`config.mk`:
```
export PLATFORM = sky130hd
export DESIGN_NAME = sd_spi_top
export DESIGN_NICKNAME = d
export VERILOG_FILES = /design/src/sd_spi_pkg.sv /design/src/sd_credit_fifo.sv /design/src/sd_crc_lfsr.sv /design/src/sd_frame_sender.sv /design/src/sd_spi_top.sv
export VERILOG_INCLUDE_DIRS = /design/src
export SDC_FILE = /design/constraint.sdc
export NUM_CORES = 1
export LEC_CHECK = 0
export ABC_AREA = 1
export BUFFER_PORTS_ARGS = -buffer_cell sky130_fd_sc_hd__buf_2
export CORE_MARGIN = 5
export CORE_UTILIZATION = 36
export DETAILED_ROUTE_END_ITERATION = 10
export GPL_TIMING_DRIVEN = 0
export HOLD_SLACK_MARGIN = 0.1
export PLACE_DENSITY = 0.48
export REMOVE_ABC_BUFFERS = 1
export SYNTH_ARGS = -nofsm -noshare
export SYNTH_HDL_FRONTEND = slang
export SYNTH_SLANG_ARGS = --single-unit
```
`constraint.sdc`:
```
create_clock -name clock -period 3.44 [get_ports clock]
set_input_delay 0.172 -clock clock [delete_from_list [all_inputs] [get_ports clock]]
set_output_delay 0.172 -clock clock [all_outputs]
set_load 0.01 [all_outputs]
```
`src/sd_spi_defs.svh`:
```
// Build-time constants for the SD card SPI transmit path
// Include this in any file that needs queue sizes, CRC polynomials or the block format
`ifndef SD_SPI_DEFS_SVH
`define SD_SPI_DEFS_SVH

// Queue depths, equal to the host's starting credits
`define SD_CMD_FIFO_DEPTH  4
`define SD_DATA_FIFO_DEPTH 16

// Data block format
`define SD_BLOCK_BYTES 512
`define SD_DATA_TOKEN  8'hFE

// Generator polynomials without the top term
`define SD_CRC7_POLY  7'h09
`define SD_CRC16_POLY 16'h1021

`endif

```
`src/sd_spi_pkg.sv`:
```
// Types shared by the SD card SPI transmit RTL and its testbench
// Import with a wildcard where the request or byte types are needed
package sd_spi_pkg;

  // One queued host request, either a command or a data block
  typedef struct packed {
    logic        is_data;
    logic [5:0]  cmd_index;
    logic [31:0] argument;
  } sd_cmd_t;

  // One byte of a data block
  typedef logic [7:0] sd_byte_t;

endpackage

```
`src/sd_credit_fifo.sv`:
```
// Circular FIFO with credit return toward the host
// The host never pushes without a credit, so there is no full or ready output
`timescale 1ns/1ps

module sd_credit_fifo
  import sd_spi_pkg::*;
#(
  parameter type payload_t = sd_cmd_t,
  parameter int  depth     = 4
) (
  input  logic     clock,
  input  logic     reset,
  input  logic     push,
  input  payload_t push_data,
  output logic     head_valid,
  output payload_t head,
  input  logic     pop,
  output logic     credit
);

  localparam int ptr_w   = (depth > 1) ? $clog2(depth) : 1;
  localparam int count_w = $clog2(depth + 1);

  payload_t           mem [depth];
  logic [ptr_w-1:0]   wr_ptr;
  logic [ptr_w-1:0]   rd_ptr;
  logic [count_w-1:0] count;
  logic               pop_ok;

  assign pop_ok     = pop && head_valid;
  assign head_valid = (count != '0);
  assign head       = mem[rd_ptr];

  // Storage
  always_ff @(posedge clock) begin
    if (push) begin
      mem[wr_ptr] <= push_data;
    end
  end

  always_ff @(posedge clock or posedge reset) begin
    if (reset) begin
      wr_ptr <= '0;
      rd_ptr <= '0;
      count  <= '0;
      credit <= 1'b0;
    end else begin
      if (push) begin
        wr_ptr <= (wr_ptr == ptr_w'(depth - 1)) ? '0 : wr_ptr + 1'b1;
      end
      if (pop_ok) begin
        rd_ptr <= (rd_ptr == ptr_w'(depth - 1)) ? '0 : rd_ptr + 1'b1;
      end
      case ({push, pop_ok})
        2'b10:   count <= count + 1'b1;
        2'b01:   count <= count - 1'b1;
        default: count <= count;
      endcase
      // One credit back for each slot freed
      credit <= pop_ok;
    end
  end

endmodule

```
`src/sd_crc_lfsr.sv`:
```
// Serial CRC generator, one bit per advance
// Accumulates message bits, then shifts its remainder out from the top bit
`timescale 1ns/1ps

module sd_crc_lfsr #(
  parameter int               width = 7,
  parameter logic [width-1:0] poly  = 7'h09
) (
  input  logic clock,
  input  logic reset,
  input  logic clear,
  input  logic advance,
  input  logic bit_in,
  input  logic unload,
  output logic crc_bit
);

  logic [width-1:0] remainder;
  logic             feedback;

  assign feedback = bit_in ^ remainder[width-1];
  assign crc_bit  = remainder[width-1];

  always_ff @(posedge clock or posedge reset) begin
    if (reset) begin
      remainder <= '0;
    end else if (clear) begin
      remainder <= '0;
    end else if (advance) begin
      if (unload) begin
        // Zero fill while the remainder goes out
        remainder <= {remainder[width-2:0], 1'b0};
      end else begin
        remainder <= {remainder[width-2:0], 1'b0} ^ (feedback ? poly : '0);
      end
    end
  end

endmodule

```
`src/sd_frame_sender.sv`:
```
// Builds SPI command and data frames and serializes them one bit per clock
// Drives MOSI, chip select and a strobe marking the cycles that carry a frame bit
`timescale 1ns/1ps
`include "sd_spi_defs.svh"

module sd_frame_sender
  import sd_spi_pkg::*;
(
  input  logic     clock,
  input  logic     reset,
  input  logic     cmd_head_valid,
  input  sd_cmd_t  cmd_head,
  output logic     cmd_pop,
  input  logic     byte_head_valid,
  input  sd_byte_t byte_head,
  output logic     byte_pop,
  output logic     crc7_clear,
  output logic     crc7_advance,
  output logic     crc7_unload,
  input  logic     crc7_bit,
  output logic     crc16_clear,
  output logic     crc16_advance,
  output logic     crc16_unload,
  input  logic     crc16_bit,
  output logic     crc_bit_in,
  output logic     mosi,
  output logic     chip_select_n,
  output logic     bit_strobe
);

  localparam int byte_cnt_w = $clog2(`SD_BLOCK_BYTES);

  typedef enum logic [2:0] {
    st_idle,
    st_command,
    st_token,
    st_payload,
    st_crc,
    st_gap
  } state_t;

  state_t                state, state_next;
  logic [39:0]           cmd_shift;
  logic [7:0]            byte_shift;
  logic [5:0]            bit_cnt, bit_cnt_next;
  logic [byte_cnt_w-1:0] byte_cnt, byte_cnt_next;
  logic                  byte_ready, byte_ready_next;
  logic                  mosi_next;
  logic                  cs_n_next;
  logic                  strobe_next;
  logic                  load_cmd;
  logic                  shift_cmd;
  logic                  load_token;
  logic                  load_byte;
  logic                  shift_byte;

  // The bit being registered onto MOSI is also the CRC input
  assign crc_bit_in = mosi_next;

  always_comb begin
    state_next      = state;
    bit_cnt_next    = bit_cnt;
    byte_cnt_next   = byte_cnt;
    byte_ready_next = byte_ready;
    mosi_next       = mosi;
    cs_n_next       = chip_select_n;
    strobe_next     = 1'b0;
    cmd_pop         = 1'b0;
    byte_pop        = 1'b0;
    crc7_clear      = 1'b0;
    crc7_advance    = 1'b0;
    crc7_unload     = 1'b0;
    crc16_clear     = 1'b0;
    crc16_advance   = 1'b0;
    crc16_unload    = 1'b0;
    load_cmd        = 1'b0;
    shift_cmd       = 1'b0;
    load_token      = 1'b0;
    load_byte       = 1'b0;
    shift_byte      = 1'b0;

    case (state)
      st_idle: begin
        mosi_next = 1'b1;
        cs_n_next = 1'b1;
        if (cmd_head_valid) begin
          cmd_pop = 1'b1;
          if (cmd_head.is_data) begin
            load_token      = 1'b1;
            crc16_clear     = 1'b1;
            bit_cnt_next    = 6'd7;
            byte_cnt_next   = byte_cnt_w'(`SD_BLOCK_BYTES - 1);
            byte_ready_next = 1'b0;
            state_next      = st_token;
          end else begin
            load_cmd     = 1'b1;
            crc7_clear   = 1'b1;
            bit_cnt_next = 6'd47;
            state_next   = st_command;
          end
        end
      end

      st_command: begin
        cs_n_next    = 1'b0;
        strobe_next  = 1'b1;
        bit_cnt_next = bit_cnt - 1'b1;
        if (bit_cnt >= 6'd8) begin
          // Start, transmission, index and argument bits
          mosi_next    = cmd_shift[39];
          shift_cmd    = 1'b1;
          crc7_advance = 1'b1;
        end else if (bit_cnt != 6'd0) begin
          mosi_next    = crc7_bit;
          crc7_advance = 1'b1;
          crc7_unload  = 1'b1;
        end else begin
          // End bit
          mosi_next  = 1'b1;
          state_next = st_gap;
        end
      end

      st_token: begin
        cs_n_next    = 1'b0;
        strobe_next  = 1'b1;
        mosi_next    = byte_shift[7];
        shift_byte   = 1'b1;
        bit_cnt_next = bit_cnt - 1'b1;
        if (bit_cnt == 6'd0) begin
          state_next      = st_payload;
          byte_ready_next = byte_head_valid;
          if (byte_head_valid) begin
            byte_pop     = 1'b1;
            load_byte    = 1'b1;
            bit_cnt_next = 6'd7;
          end
        end
      end

      st_payload: begin
        cs_n_next = 1'b0;
        if (!byte_ready) begin
          // Starved, so MOSI holds and the strobe stays low
          if (byte_head_valid) begin
            byte_pop        = 1'b1;
            load_byte       = 1'b1;
            byte_ready_next = 1'b1;
            bit_cnt_next    = 6'd7;
          end
        end else begin
          strobe_next   = 1'b1;
          mosi_next     = byte_shift[7];
          shift_byte    = 1'b1;
          crc16_advance = 1'b1;
          bit_cnt_next  = bit_cnt - 1'b1;
          if (bit_cnt == 6'd0) begin
            if (byte_cnt == '0) begin
              bit_cnt_next    = 6'd15;
              byte_ready_next = 1'b0;
              state_next      = st_crc;
            end else begin
              byte_cnt_next   = byte_cnt - 1'b1;
              byte_ready_next = byte_head_valid;
              if (byte_head_valid) begin
                byte_pop     = 1'b1;
                load_byte    = 1'b1;
                bit_cnt_next = 6'd7;
              end
            end
          end
        end
      end

      st_crc: begin
        cs_n_next     = 1'b0;
        strobe_next   = 1'b1;
        mosi_next     = crc16_bit;
        crc16_advance = 1'b1;
        crc16_unload  = 1'b1;
        bit_cnt_next  = bit_cnt - 1'b1;
        if (bit_cnt == 6'd0) begin
          state_next = st_gap;
        end
      end

      st_gap: begin
        // Chip select goes high between frames
        mosi_next  = 1'b1;
        cs_n_next  = 1'b1;
        state_next = st_idle;
      end

      default: begin
        state_next = st_idle;
      end
    endcase
  end

  always_ff @(posedge clock or posedge reset) begin
    if (reset) begin
      state         <= st_idle;
      bit_cnt       <= '0;
      byte_cnt      <= '0;
      byte_ready    <= 1'b0;
      mosi          <= 1'b1;
      chip_select_n <= 1'b1;
      bit_strobe    <= 1'b0;
    end else begin
      state         <= state_next;
      bit_cnt       <= bit_cnt_next;
      byte_cnt      <= byte_cnt_next;
      byte_ready    <= byte_ready_next;
      mosi          <= mosi_next;
      chip_select_n <= cs_n_next;
      bit_strobe    <= strobe_next;
    end
  end

  // Frame shift registers
  always_ff @(posedge clock) begin
    if (load_cmd) begin
      cmd_shift <= {1'b0, 1'b1, cmd_head.cmd_index, cmd_head.argument};
    end else if (shift_cmd) begin
      cmd_shift <= {cmd_shift[38:0], 1'b0};
    end

    if (load_token) begin
      byte_shift <= `SD_DATA_TOKEN;
    end else if (load_byte) begin
      byte_shift <= byte_head;
    end else if (shift_byte) begin
      byte_shift <= {byte_shift[6:0], 1'b0};
    end
  end

endmodule

```
`src/sd_spi_top.sv`:
```
// Top level of the SD card SPI transmit path
// Host requests and data bytes enter two credit queues and leave serialized on MOSI
`timescale 1ns/1ps
`include "sd_spi_defs.svh"

module sd_spi_top
  import sd_spi_pkg::*;
(
  input  logic        clock,
  input  logic        reset,
  input  logic        cmd_valid,
  input  logic        cmd_is_data,
  input  logic [5:0]  cmd_index,
  input  logic [31:0] cmd_argument,
  output logic        cmd_credit,
  input  logic        data_valid,
  input  logic [7:0]  data_byte,
  output logic        data_credit,
  output logic        mosi,
  output logic        chip_select_n,
  output logic        bit_strobe
);

  sd_cmd_t  cmd_push_data;
  sd_cmd_t  cmd_head;
  logic     cmd_head_valid;
  logic     cmd_pop;
  sd_byte_t byte_head;
  logic     byte_head_valid;
  logic     byte_pop;
  logic     crc7_clear, crc7_advance, crc7_unload, crc7_bit;
  logic     crc16_clear, crc16_advance, crc16_unload, crc16_bit;
  logic     crc_bit_in;

  assign cmd_push_data.is_data   = cmd_is_data;
  assign cmd_push_data.cmd_index = cmd_index;
  assign cmd_push_data.argument  = cmd_argument;

  sd_credit_fifo #(
    .payload_t (sd_cmd_t),
    .depth     (`SD_CMD_FIFO_DEPTH)
  ) u_cmd_fifo (
    .clock      (clock),
    .reset      (reset),
    .push       (cmd_valid),
    .push_data  (cmd_push_data),
    .head_valid (cmd_head_valid),
    .head       (cmd_head),
    .pop        (cmd_pop),
    .credit     (cmd_credit)
  );

  sd_credit_fifo #(
    .payload_t (sd_byte_t),
    .depth     (`SD_DATA_FIFO_DEPTH)
  ) u_data_fifo (
    .clock      (clock),
    .reset      (reset),
    .push       (data_valid),
    .push_data  (data_byte),
    .head_valid (byte_head_valid),
    .head       (byte_head),
    .pop        (byte_pop),
    .credit     (data_credit)
  );

  // CRC7 covers the first 40 command bits
  sd_crc_lfsr #(
    .width (7),
    .poly  (`SD_CRC7_POLY)
  ) u_crc7 (
    .clock   (clock),
    .reset   (reset),
    .clear   (crc7_clear),
    .advance (crc7_advance),
    .bit_in  (crc_bit_in),
    .unload  (crc7_unload),
    .crc_bit (crc7_bit)
  );

  // CRC16 covers the data bytes, not the token
  sd_crc_lfsr #(
    .width (16),
    .poly  (`SD_CRC16_POLY)
  ) u_crc16 (
    .clock   (clock),
    .reset   (reset),
    .clear   (crc16_clear),
    .advance (crc16_advance),
    .bit_in  (crc_bit_in),
    .unload  (crc16_unload),
    .crc_bit (crc16_bit)
  );

  sd_frame_sender u_sender (
    .clock           (clock),
    .reset           (reset),
    .cmd_head_valid  (cmd_head_valid),
    .cmd_head        (cmd_head),
    .cmd_pop         (cmd_pop),
    .byte_head_valid (byte_head_valid),
    .byte_head       (byte_head),
    .byte_pop        (byte_pop),
    .crc7_clear      (crc7_clear),
    .crc7_advance    (crc7_advance),
    .crc7_unload     (crc7_unload),
    .crc7_bit        (crc7_bit),
    .crc16_clear     (crc16_clear),
    .crc16_advance   (crc16_advance),
    .crc16_unload    (crc16_unload),
    .crc16_bit       (crc16_bit),
    .crc_bit_in      (crc_bit_in),
    .mosi            (mosi),
    .chip_select_n   (chip_select_n),
    .bit_strobe      (bit_strobe)
  );

endmodule

```
==> qor.tcl <==
set qor(run_status) {complete, no violations}
set qor(die-area_mm2) 0.0505
set qor(maxCapViolations) 0
set qor(critical_path.cell_chain) {inv_8, nand2_1, nand3_1, nand2_1, inv_2, nor2_4, nand2_4, nand2_2, buf_12}
set qor(floorplan.die.height_um) 225
set qor(synth_top_flop_cell) {edfxtp_1}
set qor(average_via_count_per_standard_cell) 4.90
set qor(power.combinational.fraction) 0.303
set qor(layout.cells.most_common_list) {322 x edfxtp_1, 197 x nand2_1, 172 x nor2_1}
set qor(report.final.hold_viol_count) 0
set qor(dieWidth_um) 225
set qor(maximum_number_of_pins_on_one_net_before_global_route_repair) 80
set qor(post_synth_num_cell_types) 46
set qor(timing.critical_path.slowest_stage_cell) {dfrtp_4}
set qor(gp_congestion) 0.758
set qor(max_stage_delay_ps) 830
set qor(cts-buffers-inserted) 45
set qor(timing.critical_path.to_type) {flop}
set qor(yosysSeqAreaShare) 0.696
set qor(stdcell_count) 2122
set qor(ys_async_sr_fraction) 0.168
set qor(cp.required_ps) 3690
set qor(core-area_mm2) 0.0455
set qor(report.power.total_uw) 16900
set qor(syn_area_per_cell_um2) 12.0
set qor(final.period_utilization) 0.922
set qor(cts_tree) {done}
set qor(critical_path_arrival_ps) 3420
set qor(vdd_ir_drop_max_uv) 423
set qor(dp.cells) 1987
set qor(route.detailed.wl_per_inst_um) 17.4
set qor(synthesis.area_mm2) 0.0166
set qor(grt_pass1_vias) 10500
set qor(layout-drive-gt1-share) 0.115
set qor(worst_setup_hold_path_clk_slew_ps) 60
set qor(worstPathMaxFanout) 79
set qor(mostFrequentLayoutCell) {edfxtp_1}
set qor(clkPwrFrac) 0.265
set qor(drt_iter0_drc) 517
set qor(rsz0062_at_grt) {no}
set qor(setup_viol) 0
set qor(drcViolationCount) 0
set qor(tightest_slew_ps) 1190
set qor(hpwlAfterDp_mm) 21.1
set qor(fin_nets) 1556
set qor(post_detailed_route_count_of_antenna_violating_nets) 0
set qor(area_growth_syn_to_layout_pct) 16.9
set qor(final-max-slew-violation-count) 0
set qor(power_density_normalized_to_cell_area_mw_per_mm2) 872
set qor(power_switching_uw) 5980
set qor(clk_latency_ps) 570
set qor(fin_skew_ps) 22.4
set qor(clock_tree.root_cell) {clkbuf_16}
set qor(io_pins) 56
set qor(floorplan.initialDensity) 0.365
set qor(power.share.switching) 0.354
set qor(clock_sink_count) 399
set qor(grt_overflow) 0
set qor(startpoint_type) {flop}
set qor(route.vias.total) 10400
set qor(internal_power_uw) 10900
set qor(ctsLongestPathBuffers) 3
set qor(register_share_of_total_power) 0.432
set qor(fp-row-count) 78
set qor(detail_route.wirelength_mm) 37.0
set qor(global_route.usage.total) 0.146
set qor(achievable-frequency_ghz) 0.315
set qor(cts_htree_levels) 2
set qor(initial_antenna_violation_count) 4
set qor(timing.setup.critical_path_class) {reg -> reg}
set qor(port_buffers) 55
set qor(period_minus_slack_ps) 3170
set qor(slew_headroom) 0.207
set qor(global_route_wire_length_before_repair_mm) 59.0
set qor(timing.critical_path.mode_cell) {nand2_1}
set qor(drt_pass1_iterations) 4
set qor(synth-warning-count) 0
set qor(synth_edf_count) 322
set qor(hold_class) {in -> async}
set qor(synth_cells) 1385
set qor(ys_ff_latch) 399
set qor(total_leakage_power_uw) 0.00725
==> power by group through the flow <==
stage	Combinational (uW)	Sequential, uW	Clock, uW
finish	5130	7310	4480
global route	5880	7430	4830
CTS	5250	7320	4640
detailed placement	5060	7450	0
global placement	4840	7530	0
floorplan	3490	7210	0
==> final cells by class <==
type                            instances  area, um2
Tap cell                              600        751
Antenna cell                            3       7.51
Sequential cell                       399      11600
Clock inverter                         20        123
Clock buffer                           61       1250
Timing Repair Buffer                  113        943
Inverter                              100        388
Fill cell                            4329      26100
Multi-Input combinational cell        826       4390
==> metrics by stage <==
stage                     setup TNS [ps]   util  hold WS, ps  setup slack, ps  area (um2)
after floorplan                   -30630      -          260             -762       16300
after global placement           -274250  0.381          385            -3350       17300
after detailed placement          -38650  0.384          234             -710       17500
after CTS                              0  0.426          167             6.13       19400
after global routing                   0  0.427          228             22.2       19400
final                                  0  0.427          189              269       19400
==> flip-flops by register name, indices dropped and copies added, names as in the netlist, 2 cells and up <==
signal and flops:
u_cmd_fifo.count 3, u_cmd_fifo.mem 156, u_cmd_fifo.rd_ptr 2, u_cmd_fifo.wr_ptr 2, u_crc16.remainder 16, u_crc7.remainder 7
u_data_fifo.count 5, u_data_fifo.mem 128, u_data_fifo.rd_ptr 4, u_data_fifo.wr_ptr 4, u_sender.bit_cnt 6, u_sender.byte_cnt 9
u_sender.byte_shift 8, u_sender.cmd_shift 40, u_sender.state 3
==> path summary, 6_finish.rpt <==
check / to / from / depth (start not counted) / slack, ps
worst max-delay path: u_sender.cmd_shift[18] / u_cmd_fifo.rd_ptr[0] / 9 / 270
worst min-delay path: u_cmd_fifo.credit / reset / 3 / 190
worst max register to register: u_sender.cmd_shift[18] / u_cmd_fifo.rd_ptr[0] / 9 / 270
worst min register to register: u_sender.bit_cnt[0] / u_sender.bit_cnt[0] / 1 / 470
max in group asynchronous: u_data_fifo.rd_ptr[0] / reset / 4 / 2680
min in group clock: u_cmd_fifo.mem[0][13] / cmd_argument[13] / 2 / 350
==> cell families (layout without fill, tap and decap cells) <==
kind of cell	after synthesis	in the layout	share of synthesized area
simple gates	480	480	0.124
flops	399	399	0.696
compound gates	271	271	0.0893
buf+inv	160	294	0.0400
mux	38	38	0.0258
fa+ha+maj	20	20	0.0155
xor+xnor	17	17	0.00897
other cells	0	3	0
==> worst max-delay path: cells and delay by family (launching register included) <==
kind,cells,cell delay [ps]
buffers and inverters,3,650
DFF,1,830
and+or+nand+nor,6,1290
==> cell usage after synthesis (13+ instances only) <==
cell	instances	area, um2
mux2_1	30	338
buf_2	13	65.1
clkbuf_1	36	135
nand3_1	67	335
inv_1	89	334
a21oi_1	32	160
o21ai_0	151	756
ha_1	19	238
nand2_1	198	743
dfrtp_1	65	1630
nand4_1	17	106
o22ai_1	62	388
nor2_1	172	646
edfxtp_1	322	9670
==> routing by layer <==
metal	part of all wire	GRT usage	routed length, um	up-vias
li1	-	-	-	5110
met4	0.024	0.0466	896	2
met5	0.00019	0	7	-
met2	0.47	0.239	17400	162
met1	0.46	0.200	17200	5064
met3	0.041	0.0270	1520	56
==> what timing repair did <==
action | 4_1_cts | 5_1_grt
hold buffers | 50 | 0
endpoints found under the hold margin | 357 | 0
setup buffers | 1 | 0
setup endpoints to repair | 83 | 28
gates resized for setup | 3 | 3
Note: power is estimated with default switching activity, not from simulation.
